$ cat src/verilog/vreg_pkg.sv
package vreg_pkg;

    // lane and register file geometry
    localparam int NUM_LANES         = 4;
    localparam int VREG_LOC_PER_LANE = 8;   // words per register per lane
    localparam int NUM_VREGS         = 8;
    localparam int MEM_DEPTH         = NUM_VREGS * VREG_LOC_PER_LANE;
    localparam int ADDR_W            = $clog2(MEM_DEPTH);
    localparam int LANE_W            = $clog2(NUM_LANES);
    localparam int ELEM_W            = 32;

    // up to 32 byte elements per register per lane
    localparam int CNT_W     = $clog2(VREG_LOC_PER_LANE * 4);
    localparam int GROUP_MAX = 8;
    localparam int STEP_W    = $clog2(GROUP_MAX * VREG_LOC_PER_LANE * 4);

    // last element index inside one register
    localparam int CNT_LIMIT_BYTE = VREG_LOC_PER_LANE * 4 - 1;
    localparam int CNT_LIMIT_HALF = VREG_LOC_PER_LANE * 2 - 1;
    localparam int CNT_LIMIT_WORD = VREG_LOC_PER_LANE - 1;

    typedef enum logic [1:0] {
        ew_byte = 2'b00,
        ew_half = 2'b01,
        ew_word = 2'b10   // 2'b11 unused
    } elem_width_e;

    typedef enum logic {
        dir_down = 1'b0,
        dir_up   = 1'b1
    } walk_dir_e;

    typedef struct packed {
        logic [2:0]           vs;
        logic [2:0]           lmul_m1;
        elem_width_e          ew;
        walk_dir_e            dir;
        logic [NUM_LANES-1:0] lane_mask;
    } vread_cmd_t;

    typedef struct packed {
        logic [LANE_W-1:0] lane;
        logic [ADDR_W-1:0] addr;
        logic [31:0]       data;
    } vwrite_t;

    typedef struct packed {
        logic [NUM_LANES-1:0][ELEM_W-1:0] elem;  // lane 0 in the low word
        logic                             last;
    } vbeat_t;

    typedef logic [GROUP_MAX-1:0][ADDR_W-1:0] start_list_t;

endpackage

$ cat src/verilog/vreg_read_sequencer.sv
module vreg_read_sequencer (
    input  logic                           clk_i,
    input  logic                           rst_i,
    input  logic                           cmd_valid_i,
    input  vreg_pkg::vread_cmd_t           cmd_i,
    output logic                           load_o,
    output vreg_pkg::start_list_t          start_list_o,
    output vreg_pkg::elem_width_e          ew_o,
    output vreg_pkg::walk_dir_e            dir_o,
    output logic [vreg_pkg::NUM_LANES-1:0] lane_mask_o,
    output logic                           step_o,
    output logic                           last_step_o,
    output logic                           busy_o
);
    import vreg_pkg::*;

    typedef enum logic [1:0] {
        st_idle,
        st_load,
        st_walk
    } seq_state_e;

    seq_state_e        state_q;
    vread_cmd_t        cmd_q;
    logic              cmd_accept;
    logic [CNT_W-1:0]  elem_limit;
    logic [STEP_W-1:0] n_m1;
    logic [STEP_W-1:0] cnt_q;
    logic              step_q;
    logic              last_q;
    logic [1:0]        drain_q;   // last step to last beat
    logic              busy_q;

    assign cmd_accept = cmd_valid_i && (state_q == st_idle) && !busy_q;

    always_comb begin
        case (cmd_q.ew)
            ew_byte: elem_limit = CNT_W'(CNT_LIMIT_BYTE);
            ew_half: elem_limit = CNT_W'(CNT_LIMIT_HALF);
            default: elem_limit = CNT_W'(CNT_LIMIT_WORD);
        endcase
        n_m1 = STEP_W'((int'(cmd_q.lmul_m1) + 1) * (int'(elem_limit) + 1) - 1);
    end

    // register r starts at r * VREG_LOC_PER_LANE
    always_comb begin
        logic [2:0] vreg_idx;
        start_list_o = '0;
        for (int s = 0; s < GROUP_MAX; s++) begin
            if (cmd_q.dir == dir_up) begin
                vreg_idx = cmd_q.vs + 3'(s);
                if (s <= int'(cmd_q.lmul_m1)) begin
                    start_list_o[s] = ADDR_W'(int'(vreg_idx) * VREG_LOC_PER_LANE);
                end
            end else begin
                // group packed into the top slots
                vreg_idx = cmd_q.vs + cmd_q.lmul_m1 + 3'(s) + 3'd1;
                if (s >= GROUP_MAX - 1 - int'(cmd_q.lmul_m1)) begin
                    start_list_o[s] = ADDR_W'(int'(vreg_idx) * VREG_LOC_PER_LANE);
                end
            end
        end
    end

    always_ff @(posedge clk_i) begin
        if (cmd_accept) begin
            cmd_q <= cmd_i;
        end
    end

    always_ff @(posedge clk_i) begin
        if (!rst_i) begin
            state_q <= st_idle;
            cnt_q   <= '0;
            step_q  <= 1'b0;
            last_q  <= 1'b0;
            drain_q <= '0;
            busy_q  <= 1'b0;
        end else begin
            step_q  <= 1'b0;
            last_q  <= 1'b0;
            drain_q <= {drain_q[0], last_q};
            case (state_q)
                st_idle: begin
                    if (cmd_accept) begin
                        state_q <= st_load;
                        busy_q  <= 1'b1;
                    end
                end
                st_load: begin
                    state_q <= st_walk;
                    cnt_q   <= n_m1;
                end
                st_walk: begin
                    step_q <= 1'b1;
                    if (cnt_q == '0) begin
                        last_q  <= 1'b1;
                        state_q <= st_idle;
                    end else begin
                        cnt_q <= cnt_q - 1'b1;
                    end
                end
                default: state_q <= st_idle;
            endcase
            if (drain_q[1]) begin
                busy_q <= 1'b0;
            end
        end
    end

    assign load_o      = (state_q == st_load);
    assign ew_o        = cmd_q.ew;
    assign dir_o       = cmd_q.dir;
    assign lane_mask_o = cmd_q.lane_mask;
    assign step_o      = step_q;
    assign last_step_o = last_q;
    assign busy_o      = busy_q;

    a_no_cmd_when_busy: assert property (
        @(posedge clk_i) disable iff (!rst_i) cmd_valid_i |-> !busy_q
    );

endmodule

$ cat config.mk
export PLATFORM = sky130hd
export DESIGN_NAME = vreg_read_sequencer
export DESIGN_NICKNAME = d
export VERILOG_FILES = /design/src/verilog/vreg_pkg.sv /design/src/verilog/vreg_read_sequencer.sv
export SDC_FILE = /design/constraint.sdc
export NUM_CORES = 1
export LEC_CHECK = 0
export ABC_CLOCK_PERIOD_IN_PS = 7100
export BUFFER_PORTS_ARGS = -buffer_cell sky130_fd_sc_hd__clkbuf_2
export CORE_MARGIN = 2
export CORE_UTILIZATION = 40
export CTS_BUF_LIST = sky130_fd_sc_hd__clkbuf_16
export CTS_CLUSTER_SIZE = 25
export DETAILED_ROUTE_END_ITERATION = 10
export PLACE_DENSITY = 0.68
export SETUP_SLACK_MARGIN = 0.15
export SLEW_MARGIN = 20
export SYNTH_ARGS = -nofsm -noshare
export SYNTH_HDL_FRONTEND = slang
export SYNTH_SLANG_ARGS = --single-unit
$ cat constraint.sdc
create_clock -name clk_i -period 7.1 [get_ports clk_i]
set_input_delay 0.71 -clock clk_i [delete_from_list [all_inputs] [get_ports clk_i]]
set_output_delay 0.71 -clock clk_i [all_outputs]
set_load 0.01 [all_outputs]
==> results.toml <==
[status]
status = "finished clean"

[logic_synthesis]
syn_inst = 279
synth_cell_types = 56
synth_async_sr_flop_share_pct = 0
yosysSeqAreaShare_pct = 28.31
synth_warnings = 0
yosys_register_bits = 28
syn_area_sq_um = 2440
synth_top_area_share_pct = 16.00
synth-edff-count = 13
synth_ff_type = "dfxtp_1"
synth_area_leaders = "edfxtp_1 16%, dfxtp_1 12%, ha_1 12%"
synth_area_per_cell_sq_um = 8.745
yosysTopAreaCell = "edfxtp_1"

[flow_run]
timing.max_cap.violations = 0

[worst_setup_path]
required_ns = 7.24
critPathLaunchType = "flip-flop"
r2r_end = "cnt_q[7]$_SDFFE_PN0P_"
crit_start = "cmd_q[9]$_DFFE_PP_"
cp_common_cell = "ha_1"
critPathKind = "flip-flop to flip-flop"
critPathMaxStageDelay_ns = 0.76
worst_r2r_path_depth = 12
timing.rr.start = "cmd_q[9]$_DFFE_PP_"
crit_chain = "clkinv_1, ha_1, nand3b_1, ha_1, fa_1, inv_1, ha_1, ha_1, a21oi_1, xnor3_1, a22oi_1, a211oi_1"
r2r_slack_ns = 3.04
worstPathArrival_ns = 4.20
end_kind = "flip-flop"
endpoint = "cnt_q[7]$_SDFFE_PN0P_"
cp_slowest_cell = "edfxtp_1"
worstPathMaxFanout = 19

[timing]
hold_violations = 0
setup_viol = 0
hold_ws_ns = 0.4091
period_minus_slack_ns = 4.062
skew_ns = 0.002495
slew_violations = 0
relSlewSlack_pct = 47.56
fin_ws_ns = 3.038
min_period_over_period_pct = 57.21
tns_ns = 0
tightest_slew_ns = 0.7866
rsz0062_at_grt = "no"
fmax_mhz = 246.2

[clocking]
cts_buffer_depth = 2
postCtsSetupRepairBufs = 0
cts_tree = "yes"
cts_resized = 0
cts_buffers = 3
h-tree-depth = 1
clock-sinks = 28
clkTransAtPathRegs_ns = 0.07
cts_root_buf = "clkbuf_16"
worstSkewPairLatency_ns = 0.26
hold_buffers = 0

[place]
placed_cell_area_sq_um = 2600
numPortBuffers = 50
place_worst_setup_slack_ns = 3.063
dp_hpwl_mm = 3.974
gp_congestion = 0.8612
dpl.cell_count = 384

[floorplan]
ioPinCount = 75
core_sq_um = 5921
die_h_um = 82.10
fp-row-count = 28
fp.dieW_um = 82.10
start_util_pct = 41.21
dieArea_sq_um = 6740

[route]
viasPerCell = 5.211
detail_route.first_pass.iterations = 4
wire_per_inst_um = 13.06
drc_errors = 0
drt-total-wl_mm = 5.069
drtIter0Drc = 129
vias = 2022
ant_nets = 0

[grt]
grt_overflow = 0
grt_pass1_vias = 1821
antenna_found_initial = 0
grt_first_pass_wirelength_mm = 8.135
grt_usage_pct = 15.06
grt_max_degree = 28

[finish]
n_antenna_cell = 0
fillers = 585
fin_cells = 388
nNetsFinal = 357
multi_input_area_sq_um = 1483
drive_gt1_share_pct = 19.81
syn2layout_area_growth_pct = 9.795
final_cell_area_sq_um = 2679
regArea_sq_um = 690.7
utilization_pct = 45.25

[power]
p_leak_nw = 1.265
ir_worst_vdd_mv = 0.2155
p_per_area_nw_per_um2 = 228.2
power_uw = 611.3

[min_path]
hold_path.class = "flip-flop to flip-flop"
critical path, delay by kind of cell, from the launching register on:
kind                       cells  cell delay [ns]
adders and majority gates      5             1.85
and+or+nand+nor                1             0.08
DFF                            1             0.76
buffers and inverters          2             0.47
xor gates and xnor gates       1             0.40
AOI/OAI and AO/OA              3             0.39
worst min path at each step:
stage | startpoint | slack (ns) | endpoint | depth (start not counted)
2_1_floorplan | drain_q[1]$_SDFF_PN0_ | 0.37 | busy_o$_SDFFE_PP0P_ | 1
3_3_place_gp | drain_q[1]$_SDFF_PN0_ | 0.39 | busy_o$_SDFFE_PP0P_ | 1
3_5_place_dp | drain_q[1]$_SDFF_PN0_ | 0.39 | busy_o$_SDFFE_PP0P_ | 1
4_1_cts | drain_q[1]$_SDFF_PN0_ | 0.41 | busy_o$_SDFFE_PP0P_ | 1
5_1_grt | drain_q[1]$_SDFF_PN0_ | 0.42 | busy_o$_SDFFE_PP0P_ | 1
6_report | drain_q[1]$_SDFF_PN0_ | 0.41 | busy_o$_SDFFE_PP0P_ | 1
kinds of logic (layout without fill, tap and decap cells):
| logic type | Yosys count | count (layout) | share of synthesized area (%) |
|---|---|---|---|
| AOI/OAI and AO/OA | 66 | 66 | 18.51 |
| xor gates and xnor gates | 13 | 13 | 6.615 |
| adders and majority gates | 27 | 27 | 15.08 |
| buffers and inverters | 64 | 75 | 14.72 |
| DFF | 28 | 28 | 28.31 |
| muxes | 1 | 1 | 0.4103 |
| other | 1 | 24 | 0.1537 |
| and+or+nand+nor | 79 | 79 | 16.21 |
synthesized netlist by cell type, types with 2 or more instances:
| master | number |
|---|---|
| nor3_1 | 6 |
| nand2_1 | 27 |
| nand3_1 | 3 |
| buf_4 | 31 |
| inv_1 | 19 |
| o31ai_1 | 6 |
| nor4b_1 | 2 |
| a31oi_1 | 2 |
| fa_1 | 4 |
| xnor2_1 | 4 |
| o21ai_0 | 17 |
| buf_2 | 2 |
| xor2_1 | 5 |
| o22ai_1 | 6 |
| a21boi_0 | 2 |
| nor2_1 | 16 |
| dfxtp_1 | 15 |
| a21oi_1 | 8 |
| and2_1 | 6 |
| or3_1 | 2 |
| o211a_1 | 2 |
| a21o_1 | 3 |
| nand3b_1 | 2 |
| o32ai_1 | 4 |
| o211ai_1 | 3 |
| nand2b_1 | 5 |
| clkbuf_1 | 11 |
| edfxtp_1 | 13 |
| nor2b_1 | 2 |
| nor3b_1 | 2 |
| xnor2_2 | 2 |
| ha_1 | 23 |
layout by cell type, fill, tap and decap left out, types with 2 or more instances in the layout:
cell / instances
a21boi_0: 2
a21o_1: 3
a21oi_1: 8
a31oi_1: 2
and2_1: 6
clkbuf_16: 3
clkbuf_2: 50
clkinv_1: 2
conb_1: 24
dfxtp_1: 15
edfxtp_1: 13
fa_1: 4
ha_1: 23
inv_1: 19
nand2_1: 27
nand2b_1: 5
nand3_1: 3
nand3b_1: 2
nor2_1: 16
nor2b_1: 2
nor3_1: 6
nor3b_1: 2
o211a_1: 2
o211ai_1: 3
o21ai_0: 17
o22ai_1: 6
o31ai_1: 6
o32ai_1: 4
or3_1: 2
xnor2_1: 4
xnor2_2: 2
xor2_1: 5
sequential cells by signal, indices dropped and copies added (netlist names):
register     flops
cnt_q            8
cmd_q            6
lane_mask_o      4
drain_q          2
ew_o             2
state_q          2
busy_o           1
dir_o            1
last_step_o      1
step_o           1
area by class of cell:
cell class / instances / area share (%)
Multi-Input combinational cell: 210 / 55.35
Timing Repair Buffer: 51 / 9.622
Clock inverter: 1 / 0.1401
Sequential cell: 28 / 25.78
Clock buffer: 3 / 2.802
Tap cell: 75 / 3.503
Inverter: 20 / 2.802
layer usage:
metal / vias to the layer above / GRT usage, % / wire (um) / part of all wire [%]
li1: 993 / - / - / -
met1: 944 / 20.11 / 2303 / 45
met2: 79 / 24.80 / 2395 / 47
met3: 6 / 2.717 / 321 / 6.3
met4: 0 / 4.667 / 48 / 0.95
met5: - / 0 / 0 / 0
where the power goes:
part | total (mW) | switching (mW) | internal (mW)
clock | 0.126 | 0.0510 | 0.0754
sequential | 0.215 | 0.0276 | 0.187
combinational | 0.270 | 0.153 | 0.117
No activity file was read; power rests on OpenSTA's default activity.
