<file path="src/verilog/vreg_pkg.sv">
package vreg_pkg;

    // lane and register file geometry
    localparam int NUM_LANES         = 4;
    localparam int VREG_LOC_PER_LANE = 8;   // words per register per lane
    localparam int NUM_VREGS         = 8;
    localparam int MEM_DEPTH         = NUM_VREGS * VREG_LOC_PER_LANE;
    localparam int ADDR_W            = $clog2(MEM_DEPTH);
    localparam int LANE_W            = $clog2(NUM_LANES);
    localparam int ELEM_W            = 32;

    // up to 32 byte elements per register per lane
    localparam int CNT_W     = $clog2(VREG_LOC_PER_LANE * 4);
    localparam int GROUP_MAX = 8;
    localparam int STEP_W    = $clog2(GROUP_MAX * VREG_LOC_PER_LANE * 4);

    // last element index inside one register
    localparam int CNT_LIMIT_BYTE = VREG_LOC_PER_LANE * 4 - 1;
    localparam int CNT_LIMIT_HALF = VREG_LOC_PER_LANE * 2 - 1;
    localparam int CNT_LIMIT_WORD = VREG_LOC_PER_LANE - 1;

    typedef enum logic [1:0] {
        ew_byte = 2'b00,
        ew_half = 2'b01,
        ew_word = 2'b10   // 2'b11 unused
    } elem_width_e;

    typedef enum logic {
        dir_down = 1'b0,
        dir_up   = 1'b1
    } walk_dir_e;

    typedef struct packed {
        logic [2:0]           vs;
        logic [2:0]           lmul_m1;
        elem_width_e          ew;
        walk_dir_e            dir;
        logic [NUM_LANES-1:0] lane_mask;
    } vread_cmd_t;

    typedef struct packed {
        logic [LANE_W-1:0] lane;
        logic [ADDR_W-1:0] addr;
        logic [31:0]       data;
    } vwrite_t;

    typedef struct packed {
        logic [NUM_LANES-1:0][ELEM_W-1:0] elem;  // lane 0 in the low word
        logic                             last;
    } vbeat_t;

    typedef logic [GROUP_MAX-1:0][ADDR_W-1:0] start_list_t;

endpackage

</file>
<file path="src/verilog/vreg_addr_counter.sv">
module vreg_addr_counter (
    input  logic                       clk_i,
    input  logic                       rst_i,
    input  logic                       load_i,
    input  vreg_pkg::start_list_t      start_list_i,
    input  vreg_pkg::elem_width_e      ew_i,
    input  vreg_pkg::walk_dir_e        dir_i,
    input  logic                       step_i,
    input  logic                       lane_en_i,
    output logic [vreg_pkg::ADDR_W-1:0] addr_o,
    output logic [1:0]                 sub_sel_o
);
    import vreg_pkg::*;

    start_list_t      slot_q;
    logic [CNT_W-1:0] cnt_q;
    logic [CNT_W-1:0] cnt_limit;
    logic [CNT_W-1:0] cnt_rst;
    logic [CNT_W-1:0] cnt_next;
    logic [CNT_W-1:0] word_off;
    logic             wrap;

    // element limit, word offset and sub-word index per width
    always_comb begin
        case (ew_i)
            ew_byte: begin
                cnt_limit = CNT_W'(CNT_LIMIT_BYTE);
                word_off  = {2'b00, cnt_q[CNT_W-1:2]};
                sub_sel_o = cnt_q[1:0];
            end
            ew_half: begin
                cnt_limit = CNT_W'(CNT_LIMIT_HALF);
                word_off  = {1'b0, cnt_q[CNT_W-1:1]};
                sub_sel_o = {1'b0, cnt_q[0]};
            end
            ew_word: begin
                cnt_limit = CNT_W'(CNT_LIMIT_WORD);
                word_off  = cnt_q;
                sub_sel_o = 2'b00;
            end
            default: begin
                cnt_limit = '0;
                word_off  = '0;
                sub_sel_o = 2'b00;
            end
        endcase
    end

    assign cnt_rst  = (dir_i == dir_up) ? '0 : cnt_limit;
    assign cnt_next = (dir_i == dir_up) ? cnt_q + 1'b1 : cnt_q - 1'b1;
    assign wrap     = (dir_i == dir_up) ? (cnt_q == cnt_limit) : (cnt_q == '0);

    assign addr_o = slot_q[0] + ADDR_W'(word_off);

    always_ff @(posedge clk_i) begin
        if (!rst_i) begin
            slot_q <= '0;
            cnt_q  <= '0;
        end else if (load_i) begin
            cnt_q <= cnt_rst;
            // down walk takes the highest register first
            for (int i = 0; i < GROUP_MAX; i++) begin
                if (dir_i == dir_up) begin
                    slot_q[i] <= start_list_i[i];
                end else begin
                    slot_q[i] <= start_list_i[GROUP_MAX-1-i];
                end
            end
        end else if (step_i && lane_en_i) begin
            if (wrap) begin
                cnt_q <= cnt_rst;
                for (int i = 0; i < GROUP_MAX - 1; i++) begin
                    slot_q[i] <= slot_q[i+1];   // next register of the group
                end
                slot_q[GROUP_MAX-1] <= '0;
            end else begin
                cnt_q <= cnt_next;
            end
        end
    end

    // the sequencer keeps a gap between load and the first step
    a_no_load_with_step: assert property (
        @(posedge clk_i) disable iff (!rst_i) !(load_i && step_i)
    );

    a_legal_width: assert property (
        @(posedge clk_i) disable iff (!rst_i)
        step_i |-> (ew_i inside {ew_byte, ew_half, ew_word})
    );

endmodule

</file>
<file path="src/verilog/vreg_lane.sv">
module vreg_lane #(
    parameter int LANE_IDX = 0
) (
    input  logic                        clk_i,
    input  logic                        rst_i,
    input  logic                        wr_valid_i,
    input  vreg_pkg::vwrite_t           wr_i,
    input  logic                        load_i,
    input  vreg_pkg::start_list_t       start_list_i,
    input  vreg_pkg::elem_width_e       ew_i,
    input  vreg_pkg::walk_dir_e         dir_i,
    input  logic                        step_i,
    input  logic                        lane_en_i,
    output logic [vreg_pkg::ELEM_W-1:0] elem_o,
    output logic                        elem_valid_o
);
    import vreg_pkg::*;

    logic [31:0]       mem [MEM_DEPTH];
    logic [31:0]       rdata_q;
    logic [ADDR_W-1:0] rd_addr;
    logic [1:0]        sub_sel;
    logic [1:0]        sub_sel_q;
    elem_width_e       ew_q;
    logic              valid_q;

    vreg_addr_counter u_addr_counter (
        .clk_i        (clk_i),
        .rst_i        (rst_i),
        .load_i       (load_i),
        .start_list_i (start_list_i),
        .ew_i         (ew_i),
        .dir_i        (dir_i),
        .step_i       (step_i),
        .lane_en_i    (lane_en_i),
        .addr_o       (rd_addr),
        .sub_sel_o    (sub_sel)
    );

    always_ff @(posedge clk_i) begin
        if (wr_valid_i && (wr_i.lane == LANE_W'(LANE_IDX))) begin
            mem[wr_i.addr] <= wr_i.data;
        end
        rdata_q   <= mem[rd_addr];   // registered read
        sub_sel_q <= sub_sel;
        ew_q      <= ew_i;
    end

    always_ff @(posedge clk_i) begin
        if (!rst_i) begin
            valid_q <= 1'b0;
        end else begin
            valid_q <= step_i;
        end
    end

    // little-endian pick, zero-extended
    always_comb begin
        case (ew_q)
            ew_byte: elem_o = ELEM_W'(rdata_q[{sub_sel_q, 3'b000} +: 8]);
            ew_half: elem_o = ELEM_W'(rdata_q[{sub_sel_q[0], 4'b0000} +: 16]);
            ew_word: elem_o = rdata_q;
            default: elem_o = '0;
        endcase
    end

    assign elem_valid_o = valid_q;

endmodule

</file>
<file path="config.mk">
export PLATFORM = sky130hd
export DESIGN_NAME = vreg_lane
export DESIGN_NICKNAME = d
export VERILOG_FILES = /design/src/verilog/vreg_pkg.sv /design/src/verilog/vreg_addr_counter.sv /design/src/verilog/vreg_lane.sv
export SDC_FILE = /design/constraint.sdc
export NUM_CORES = 2
export LEC_CHECK = 0
export BUFFER_PORTS_ARGS = -buffer_cell sky130_fd_sc_hd__clkbuf_2
export CAP_MARGIN = 25
export CORE_ASPECT_RATIO = 1.25
export CORE_MARGIN = 1.5
export CORE_UTILIZATION = 58
export DETAILED_ROUTE_END_ITERATION = 8
export PLACE_DENSITY_LB_ADDON = 0.12
export SLEW_MARGIN = 10
export SYNTH_ARGS = -nofsm -noshare
export SYNTH_HDL_FRONTEND = slang
export SYNTH_SLANG_ARGS = --single-unit
</file>
<file path="constraint.sdc">
create_clock -name clk_i -period 4.85 [get_ports clk_i]
set_clock_uncertainty 0.1 [all_clocks]
set_input_delay 0 -clock clk_i [delete_from_list [all_inputs] [get_ports clk_i]]
set_output_delay 0 -clock clk_i [all_outputs]
set_load 0.02 [all_outputs]
</file>
==> summary.md <==
| Metric | Value |
|---|---|
| Outcome | `completed` |
| Fmax | `216 MHz` |
| H-Tree Depth | `4` |
| I/O Pins | `130` |
| MaxCap Viol Count | `0` |
| Detailed placer's ending HPWL | `124000 um` |
| Synth Flop Type | `edfxtp_1` |
| Netlist cell types | `58` |
| Share of layout cells above drive strength 1 | `25.5%` |
| Minimum clock period | `4630 ps` |
| Clock tree buffer depth | `3` |
| Number of synthesized flops with an enable pin | `2048` |
| Power Total | `40.5 mW` |
| Detailed router's first-iteration violation count | `4941` |
| Final Max Slew Viols | `0` |
| Port bufs | `129` |
| Sequential fraction of the synthesis area | `75.9%` |
| Switching Fraction | `24.2%` |
| Top cell type by total area after synthesis | `edfxtp_1` |
| Tcrit/Tclk final | `95.6%` |
| Initial antenna violation count | `2` |
| Die ar. | `0.146 mm2` |
| Post-Syn Instances | `4225` |
| Combinational share of power | `12.9%` |
| Critical Path AT | `5310 ps` |
| First-pass GRT wire length | `312000 um` |
| Synth warn | `0` |
| Clk pin slew, worst setup/hold paths | `70 ps` |
| Pwr dens | `423 mW/mm2` |
| Top-area cell type share of the netlist area | `73.8%` |
| Core area | `0.143 mm2` |
| Worst-margin pin slew | `1100 ps` |
| Largest net degree at the start of global routing | `93` |
| Mapped Nets | `4332` |
| Req. time, crit path | `5530 ps` |
| Die height | `427 um` |
| CTS tree | `done` |
| Root Driver | `clkbuf_16` |
| Mapped Area | `0.0834 mm2` |
| Slew margin rel. | `26.3%` |
| Post-DRT Antenna Nets | `0` |
| Initial core utilization | `58.4%` |
| Routability cong. | `0.848` |
| IR drop worst, VDD | `0.000354 V` |
| Commonest non-fill, non-tap cells in the layout | `2048 x edfxtp_1, 544 x nand2_1, 521 x mux4_2, 210 x buf_4, 195 x clkbuf_16` |
| Setup CP Type | `reg -> reg` |
| Commonest non-fill, non-tap cell in the layout | `edfxtp_1` |
| DRC Markers | `0` |
| DRT Pass-1 Iters | `5` |
| Vias per inst | `6.52` |
| Fin util | `67.1%` |
| Total track usage | `30.3%` |
| Worst-path maximum fanout | `28` |
| Num CTS Buffers | `193` |
| Internal power | `30.7 mW` |
| Chip Width | `342 um` |
| Grt ovf | `0` |
| Post-Route WL | `217000 um` |
| Sw Pwr | `9.81 mW` |
| CP endpoint kind | `register` |
| Clk_lat worst skew | `850 ps` |
| Layout area overhead | `14.8%` |
| HP Class | `in -> reg` |
| Syn_area_per_cell | `19.7 um2` |
| RSZ-0062 raised after global routing | `false` |
| Vias in the first global route | `44200` |
| Final hold vios | `0` |
| Final setup violation count | `0` |
| NumNets Final | `4814` |
| Clock sink count | `2138` |
| Seq pwr share | `51.0%` |
| Leakage | `31.1 nW` |
| Crit start category | `register` |
| DR WL/cell | `32.2 um` |
| Rows | `155` |
| Yosys reg bits | `2138` |
| Via count | `44000` |
| Post-synth ARST share | `0%` |
| Clk pwr share | `36.0%` |
| Area contributors post-synth | `edfxtp_1 74%, mux4_2 14%, nand2_1 2.4%` |
==> Yosys cell counts, drive strengths merged (6+ instances only) <==
library cell     n
edfxtp        2048
nand2          544
mux4           521
nand3          161
buf            128
clkbuf         124
mux2i          106
dfxtp           90
nor2            89
a31oi           45
a21oi           44
o211ai          44
a21boi          43
o21ai           32
nor3            30
a311oi          24
and2            21
and3            12
a2111oi         10
a32o            10
mux2            10
a221o            9
a32oi            9
ha               8
inv              7
nand2b           6
nand3b           6
o2bb2ai          6
==> power groups by stage <==
stage	clock, mW	combinational (mW)	sequential, mW
after global routing	15.4	5.56	20.7
after floorplan	0	3.28	20.9
after global placement	0	5.10	21.0
after CTS	14.7	5.27	20.6
after detailed placement	0	5.13	21.0
final	14.6	5.23	20.7
==> per-stage QoR <==
stage / instance area [um2] / setup WS [ps] / cells / hold slack [ps] / TNS (ps)
2_1_floorplan: 83400 / 1530 / 4225 / -72.3 / 0
3_3_place_gp: 88000 / -297 / 6227 / 134 / -358
3_5_place_dp: 88100 / 237 / 6229 / 146 / 0
4_1_cts: 95700 / 216 / 6750 / 4.86 / 0
5_1_grt: 95700 / 120 / 6750 / 34.0 / 0
6_report: 95700 / 215 / 6752 / 31.0 / 0
==> what timing repair did <==
item | in CTS | in global routing
endpoints found under the hold margin | 2257 | 0
setup buffers | 0 | 0
hold buffers | 167 | 0
gates resized for setup | 0 | 0
==> cell families after synthesis <==
group,count (synthesis),share of synthesized area (%)
adders and majority gates,10,0.168
buffers and inverters,259,1.40
xor gates and xnor gates,7,0.0735
DFF,2138,75.9
and+or+nand+nor,883,4.48
muxes,637,15.5
AOI/OAI and AO/OA,291,2.46
==> routing by layer <==
metal  track usage (%)  vias to the layer above  part of all wire [%]  wire length [um]
met2              49.7                     2232                    50            108000
met3              4.46                      369                   8.8             19000
met1              42.2                    23300                    38             82300
met4              11.0                        0                   3.7              8000
li1                  -                    18100                     -                 -
met5                 0                        -                     0                 0
==> worst paths after layout <==
path | from | endpoint | slack (ps) | depth (start not counted)
max reg2reg | u_addr_counter.cnt_q[1]$_SDFFE_PN0P_ | rdata_q[7]$_DFF_P_ | 220 | 13
min reg2reg | u_addr_counter.slot_q[17]$_SDFFE_PN0P_ | u_addr_counter.slot_q[17]$_SDFFE_PN0P_ | 370 | 2
min | wr_i[39] | mem[42][15]$_DFFE_PP_ | 30 | 5
max | u_addr_counter.cnt_q[1]$_SDFFE_PN0P_ | rdata_q[7]$_DFF_P_ | 220 | 13
==> final cells by class <==
type,count,area (um2)
clock buffer,271,5320
timing repair buffer,539,4550
antenna,2,5.00
clock inverter,83,659
fill,9239,47000
sequential,2138,63300
tap,1884,2360
inverter,7,26.3
multi-input combinational,1828,19500
==> critical path, cell delays in order, from the launching register on <==
cell and delay [ps]:
dfxtp_1 470, mux2i_1 120, o21ai_0 290, ha_4 180
inv_1 50, fa_4 970, buf_4 220, buf_4 400
mux4_2 290, nand2_1 50, and3_1 210, a2111oi_1 880
buf_4 240, a221o_1 100
==> flip-flops by register name (all words and copies together), names as in the netlist <==
register and count:
u_addr_counter.cnt_q 5, u_addr_counter.slot_q 48, mem 2048, ew_q 2, rdata_q 32, sub_sel_q 2
elem_valid_o 1
Note: power is estimated with default switching activity, not from simulation.
