[config.mk]
export PLATFORM = sky130hd
export DESIGN_NAME = vreg_result_collector
export DESIGN_NICKNAME = d
export VERILOG_FILES = /design/src/verilog/vreg_pkg.sv /design/src/verilog/vreg_result_collector.sv
export SDC_FILE = /design/constraint.sdc
export NUM_CORES = 1
export LEC_CHECK = 0
export BUFFER_PORTS_ARGS = -buffer_cell sky130_fd_sc_hd__clkbuf_2
export CAP_MARGIN = 20
export CELL_PAD_IN_SITES_DETAIL_PLACEMENT = 0
export CELL_PAD_IN_SITES_GLOBAL_PLACEMENT = 1
export CORE_AREA = 4 4 126 128
export CTS_CLUSTER_DIAMETER = 60
export DETAILED_ROUTE_END_ITERATION = 7
export DIE_AREA = 0 0 130 132
export GPL_TIMING_DRIVEN = 0
export HOLD_SLACK_MARGIN = 0.15
export PLACE_DENSITY_LB_ADDON = 0.15
export SLEW_MARGIN = 10
export SYNTH_ARGS = -nofsm -noshare
export SYNTH_HDL_FRONTEND = slang
export SYNTH_SLANG_ARGS = --single-unit
[constraint.sdc]
create_clock -name clk_i -period 0.8 [get_ports clk_i]
set_input_delay 0.08 -clock clk_i [delete_from_list [all_inputs] [get_ports clk_i]]
set_output_delay 0.08 -clock clk_i [all_outputs]
set_load 0.02 [all_outputs]
[src/verilog/vreg_pkg.sv]
package vreg_pkg;

    // lane and register file geometry
    localparam int NUM_LANES         = 4;
    localparam int VREG_LOC_PER_LANE = 8;   // words per register per lane
    localparam int NUM_VREGS         = 8;
    localparam int MEM_DEPTH         = NUM_VREGS * VREG_LOC_PER_LANE;
    localparam int ADDR_W            = $clog2(MEM_DEPTH);
    localparam int LANE_W            = $clog2(NUM_LANES);
    localparam int ELEM_W            = 32;

    // up to 32 byte elements per register per lane
    localparam int CNT_W     = $clog2(VREG_LOC_PER_LANE * 4);
    localparam int GROUP_MAX = 8;
    localparam int STEP_W    = $clog2(GROUP_MAX * VREG_LOC_PER_LANE * 4);

    // last element index inside one register
    localparam int CNT_LIMIT_BYTE = VREG_LOC_PER_LANE * 4 - 1;
    localparam int CNT_LIMIT_HALF = VREG_LOC_PER_LANE * 2 - 1;
    localparam int CNT_LIMIT_WORD = VREG_LOC_PER_LANE - 1;

    typedef enum logic [1:0] {
        ew_byte = 2'b00,
        ew_half = 2'b01,
        ew_word = 2'b10   // 2'b11 unused
    } elem_width_e;

    typedef enum logic {
        dir_down = 1'b0,
        dir_up   = 1'b1
    } walk_dir_e;

    typedef struct packed {
        logic [2:0]           vs;
        logic [2:0]           lmul_m1;
        elem_width_e          ew;
        walk_dir_e            dir;
        logic [NUM_LANES-1:0] lane_mask;
    } vread_cmd_t;

    typedef struct packed {
        logic [LANE_W-1:0] lane;
        logic [ADDR_W-1:0] addr;
        logic [31:0]       data;
    } vwrite_t;

    typedef struct packed {
        logic [NUM_LANES-1:0][ELEM_W-1:0] elem;  // lane 0 in the low word
        logic                             last;
    } vbeat_t;

    typedef logic [GROUP_MAX-1:0][ADDR_W-1:0] start_list_t;

endpackage

[src/verilog/vreg_result_collector.sv]
module vreg_result_collector (
    input  logic                                                clk_i,
    input  logic                                                rst_i,
    input  logic [vreg_pkg::NUM_LANES-1:0][vreg_pkg::ELEM_W-1:0] elem_i,
    input  logic [vreg_pkg::NUM_LANES-1:0]                      elem_valid_i,
    input  logic [vreg_pkg::NUM_LANES-1:0]                      lane_mask_i,
    input  logic                                                last_i,
    output logic                                                beat_valid_o,
    output vreg_pkg::vbeat_t                                    beat_o
);
    import vreg_pkg::*;

    logic [NUM_LANES-1:0] mask_d;   // aligned with lane data
    logic                 last_d;
    logic                 valid_q;
    vbeat_t               beat_q;

    always_ff @(posedge clk_i) begin
        if (!rst_i) begin
            mask_d  <= '0;
            last_d  <= 1'b0;
            valid_q <= 1'b0;
        end else begin
            mask_d  <= lane_mask_i;
            last_d  <= last_i;
            valid_q <= elem_valid_i[0];
        end
    end

    always_ff @(posedge clk_i) begin
        for (int i = 0; i < NUM_LANES; i++) begin
            beat_q.elem[i] <= mask_d[i] ? elem_i[i] : '0;
        end
        beat_q.last <= last_d && elem_valid_i[0];
    end

    assign beat_valid_o = valid_q;
    assign beat_o       = beat_q;

    // every lane is stepped by the same broadcast step
    a_lanes_in_step: assert property (
        @(posedge clk_i) disable iff (!rst_i)
        (elem_valid_i == '0) || (&elem_valid_i)
    );

endmodule

==> flow_summary.ini, run 1 <==
[status]
run_status = finished, violations left
violations = setup timing

[logic_synthesis]
synthFlopType = dfxtp_1
synth_warnings = 0
synth_nets = 421
syn_avg_cell_area_sq_um = 13.4
synth_seq_area_share = 0.717
synth_seq_cells = 135
yosys.area.top_type = dfxtp_1
synth_edf_count = 0
synth.distinct_cells = 4
synthDominantCellAreaShare = 0.717
async_flop_share = 0
yosysMostFrequentCell = dfxtp_1
synth_cells = 282
netlist_area_sq_um = 3770
synth_commonest_cells = dfxtp_1 (135), and2_2 (128), clkbuf_2 (12)
synth_area_leaders = dfxtp_1 (72%), and2_2 (26%), clkbuf_2 (1.6%)

[sta]
final_max_slew_viol_count = 0
slew_headroom = 0.874
fin_ws_ns = -0.153
max_freq_ghz = 1.05
finalSetupViolations = 141
period_share = 1.19
fin_skew_ns = 0.00725
min_period_ns = 0.953
hold_violations = 0
rsz0062_at_grt = true
tightest_slew_ns = 0.188

[min_path]
holdPathEnd = last_d
hp-class = in -> reg
whs_path_depth = 3
worstHoldStart = last_i

[drt]
wl_per_cell_um = 15.3
via_count = 3526
remaining_drc_errors = 0
viasPerCell = 3.88
dr.first_iter.drc_count = 81
routed_wirelength_um = 13900
drt_pass1_iterations = 4
ant_nets = 0

[power]
p_leak_nw = 4.27
peakVddDrop_v = 0.00120
power.density_nw_per_um2 = 1820

[global_routing]
grt_pass1_wl_um = 20100
grt_use_met2 = 0.267
overflow = 0
grt_busiest_layer = met2
first_global_vias = 3930
met3_usage = 0.0717
grt_usage = 0.150
grt_max_degree = 17
grt.met1_usage = 0.150
antenna_found_initial = 0

[place]
place_congestion = 0.690
placed_cell_area_sq_um = 5330
dp_hpwl_um = 8080
dp_slack_ns = -0.0849
port_buffers = 265

[cts]
cts_buffers = 17
cts.sinks = 135
cts_root_buf = clkbuf_16
tritoncts = yes
path_clk_slew_ns = 0.05
worstSkewPairLatency_ns = 0.41
cts_max_level = 4
cts_buffer_depth = 2

[floorplan]
die_y_um = 132
dieArea_sq_um = 17200
die_x_um = 130
ios = 269
core-area_sq_um = 14900
initial_core_util = 0.253
rows = 45

[critical_path]
path_max_fanout = 1
r2r_end = beat_o[125]
r2r.worst_path.cells = 2
cp.required_ns = 0.72
path_cells = buf_8
ff2ff_setup_slack_ns = -0.03
cpPeakStageDelay_ns = 0.35
cp_top_family = flip-flops
critPathSlowestCell = dfxtp_2
worstSetupEndpointType = primary output
crit_buf_inv = 1
cp-start-kind = register
r2r-start = mask_d[3]
critPathKind = reg -> out
crit_arrival_ns = 0.87

[job]
maxCapViolCount = 0

[final_layout]
final_layout_size_suffix_gt1_frac = 0.798
fill_cells = 1081
design_area_sq_um = 9200
nets = 852
area_delta_synth_final_pct = 144
antenna-diode-count = 0
## state kept, by name (all words and copies together), names as in the netlist
register      flops
mask_d            4
beat_o          129
last_d            1
beat_valid_o      1
## report_power, final
part | internal (W) | switching (W)
registers | 0.00706 | 0.000225
logic | 0.00181 | 0.000849
clock network | 0.00410 | 0.00267
## layout make-up
| class | instances | area, sq um | share of cell area |
|---|---|---|---|
| buffer | 12 | 180 | 0.0196 |
| clock inverter | 4 | 25.0 | 0.00272 |
| clock buffer | 23 | 478 | 0.0519 |
| tap | 188 | 235 | 0.0256 |
| sequential | 135 | 2880 | 0.313 |
| timing repair buffer | 412 | 4250 | 0.462 |
| multi-input combinational | 135 | 1150 | 0.125 |
## layer usage
metal / up-vias / part of all wire
met5: - / 0
met4: 0 / 0.015
met3: 17 / 0.11
met2: 189 / 0.52
met1: 1611 / 0.35
li1: 1709 / -
## per-stage QoR
step	power, W	utilization	TNS [ns]	hold slack, ns	instances
after floorplan	0.00783	-	0	0.202	282
after global placement	0.00846	0.359	-1.83	0.284	735
after detailed placement	0.00848	0.359	-3.85	0.293	735
after CTS	0.0164	0.582	-21.16	0.401	900
after global routing	0.0174	0.619	-22.32	0.426	909
final	0.0167	0.619	-16.30	0.427	909
## cell usage in the layout, fill, tap and decap left out
master	synthesis	routed
and2_1	7	7
and2_2	128	8
and2_4	0	120
buf_8	0	145
clkbuf_1	0	3
clkbuf_16	0	26
clkbuf_2	12	135
clkbuf_8	0	3
clkinv_2	0	2
clkinvlp_4	0	2
dfxtp_1	135	1
dfxtp_2	0	130
dfxtp_4	0	4
dlygate4sd3_1	0	135
## cells by family after synthesis
kind of cell	share of synthesized area
flops	0.717
buf+inv	0.0159
simple gates	0.267
## how the worst max path moves through the flow
stage                 from          end  cells after the start
2_1_floorplan    mask_d[3]  beat_o[100]                      2
5_1_grt         beat_o[10]   beat_o[10]                      1
3_3_place_gp     mask_d[1]   beat_o[59]                      2
6_report        beat_o[10]   beat_o[10]                      1
3_5_place_dp     mask_d[1]   beat_o[60]                      2
4_1_cts        beat_o[117]  beat_o[117]                      1
## what timing repair did
action,4_1_cts,5_1_grt
gates resized for setup,434,256
cloned,3,9
hold buffers,135,0
hold endpoints to repair,135,0
endpoints found under the setup margin,250,222
buffers inserted,0,0
Note: power is estimated with default switching activity, not from simulation.
==> inputs of run 2 (changes only) <==
--- a/config.mk
+++ b/config.mk
@@ -7,7 +7,7 @@
 export LEC_CHECK = 0
 export BUFFER_PORTS_ARGS = -buffer_cell sky130_fd_sc_hd__clkbuf_2
 export CAP_MARGIN = 20
-export CELL_PAD_IN_SITES_DETAIL_PLACEMENT = 0
+export CELL_PAD_IN_SITES_DETAIL_PLACEMENT = 1
 export CELL_PAD_IN_SITES_GLOBAL_PLACEMENT = 1
 export CORE_AREA = 4 4 126 128
 export CTS_CLUSTER_DIAMETER = 60
@@ -15,7 +15,7 @@
 export DIE_AREA = 0 0 130 132
 export GPL_TIMING_DRIVEN = 0
 export HOLD_SLACK_MARGIN = 0.15
-export PLACE_DENSITY_LB_ADDON = 0.15
+export PLACE_DENSITY = 0.69
 export SLEW_MARGIN = 10
 export SYNTH_ARGS = -nofsm -noshare
 export SYNTH_HDL_FRONTEND = slang
==> flow_summary.ini, run 2 (same netlist as run 1, synthesis figures left out) <==
[status]
run_status = finished, violations left
violations = setup timing

[power]
power.switching_w = 0.00404
peakVddDrop_v = 0.00126
p_seq_frac = 0.422
combPwrFrac = 0.158
power.total_w = 0.0173
p_leak_nw = 4.28
p_sw_frac = 0.233
internal-power_w = 0.0133
power.density_nw_per_um2 = 1880
pwr-share-clk = 0.419

[floorplan]
dieArea_sq_um = 17200
die_x_um = 130
core-area_sq_um = 14900
initial_core_util = 0.253
die_y_um = 132
ios = 269
rows = 45

[place]
place_congestion = 0.762
port_buffers = 265
dp_hpwl_um = 8800
dp_slack_ns = -0.0982
placed_cell_area_sq_um = 5330

[global_routing]
grt_usage = 0.203
met3_usage = 0.0616
grt_max_degree = 17
grt.met1_usage = 0.175
first_global_vias = 4430
overflow = 0
antenna_found_initial = 2
grt_pass1_wl_um = 25500
grt_use_met2 = 0.406
grt_busiest_layer = met2

[sta]
slew_headroom = 0.871
max_freq_ghz = 1.04
worst_hold_slack_ns = 0.416
fin_skew_ns = 0.00860
rsz0062_at_grt = true
fin_ws_ns = -0.163
tightest_slew_ns = 0.194
tns_ns = -18.45
period_share = 1.20
finalSetupViolations = 164
hold_violations = 0
min_period_ns = 0.963
final_max_slew_viol_count = 0

[critical_path]
critPathSlowestCell = dfxtp_2
path_max_fanout = 1
path_cells = buf_8
crit_arrival_ns = 0.88
cpPeakStageDelay_ns = 0.35
cp-start-kind = register
cp_top_family = flip-flops
crit_buf_inv = 1
cp.required_ns = 0.72
worstSetupEndpointType = primary output
critPathKind = reg -> out

[drt]
dr.first_iter.drc_count = 110
ant_nets = 0
wl_per_cell_um = 20.9
routed_wirelength_um = 19100
drt_pass1_iterations = 4
via_count = 3711
remaining_drc_errors = 0
viasPerCell = 4.06

[job]
maxCapViolCount = 0

[final_layout]
largest_register_ffs = 129
final_layout_size_suffix_gt1_frac = 0.797
area_delta_synth_final_pct = 144
fill_cells = 1446
final_cell_mix = buf_8 (145), dlygate4sd3_1 (135), clkbuf_2 (135)
design_area_sq_um = 9210
layout_commonest_cell = buf_8
nets = 852

[cts]
cts.sinks = 135
cts_max_level = 4
cts_root_buf = clkbuf_16
path_clk_slew_ns = 0.06
cts_buffers = 17
cts_buffer_depth = 2
tritoncts = yes
worstSkewPairLatency_ns = 0.41

[min_path]
hp-class = in -> reg
==> run 2: cell types whose count changed in the layout (fill, tap and decap cells not counted) <==
cell	delta
clkbuf_8	+6
clkbuf_16	-3
clkbuf_1	+1
diode_2	+2
clkinvlp_4	-2
clkinv_2	+1
==> run 2: final cells by class <==
cell class / count / area (sq um) / share of cell area
flip-flops and latches: 135 / 2880 / 0.313
plain buffers: 12 / 178 / 0.0193
well taps: 188 / 235 / 0.0255
multi-input cells: 135 / 1150 / 0.125
repair buffers: 412 / 4220 / 0.458
clock buffers: 27 / 523 / 0.0568
diodes: 2 / 5.00 / 0.000543
clock inverters: 3 / 15.0 / 0.00163
==> run 2: stage by stage <==
| step | instances | util |
|---|---|---|
| after global routing | 914 | 0.620 |
| final | 914 | 0.620 |
| after global placement | 735 | 0.359 |
| after floorplan | 282 | - |
| after detailed placement | 735 | 0.359 |
| after CTS | 906 | 0.591 |
==> run 2: power by group through the flow <==
stage	sequential (W)	clock [W]	combinational [W]
floorplan	0.00756	0	0.000268
global placement	0.00723	0	0.00123
detailed placement	0.00724	0	0.00126
CTS	0.00720	0.00728	0.00234
global route	0.00733	0.00778	0.00288
finish	0.00730	0.00726	0.00274
==> run 2: what timing repair did <==
action / in CTS / in global routing
hold endpoints to repair: 135 / 0
setup buffers: 0 / 0
endpoints found under the setup margin: 250 / 212
resized for setup: 476 / 217
hold buffers: 135 / 0
gates cloned: 6 / 6
==> run 2: final timing paths <==
kind	from	end	slack (ns)	cells after the start
max	beat_o[116]	beat_o[116]	-0.16	1
min	lane_mask_i[2]	mask_d[2]	0.42	3
max reg2reg	mask_d[0]	beat_o[25]	-0.03	2
min reg2reg	last_d	beat_o[0]	0.44	1
==> run 2: routing by layer <==
layer  part of all wire  vias up  wire length [um]
li1                   -     1715                 -
met1               0.30     1755              5640
met2               0.60      193             11400
met3              0.069       48              1310
met4              0.039        0               751
met5                  0        -                 0
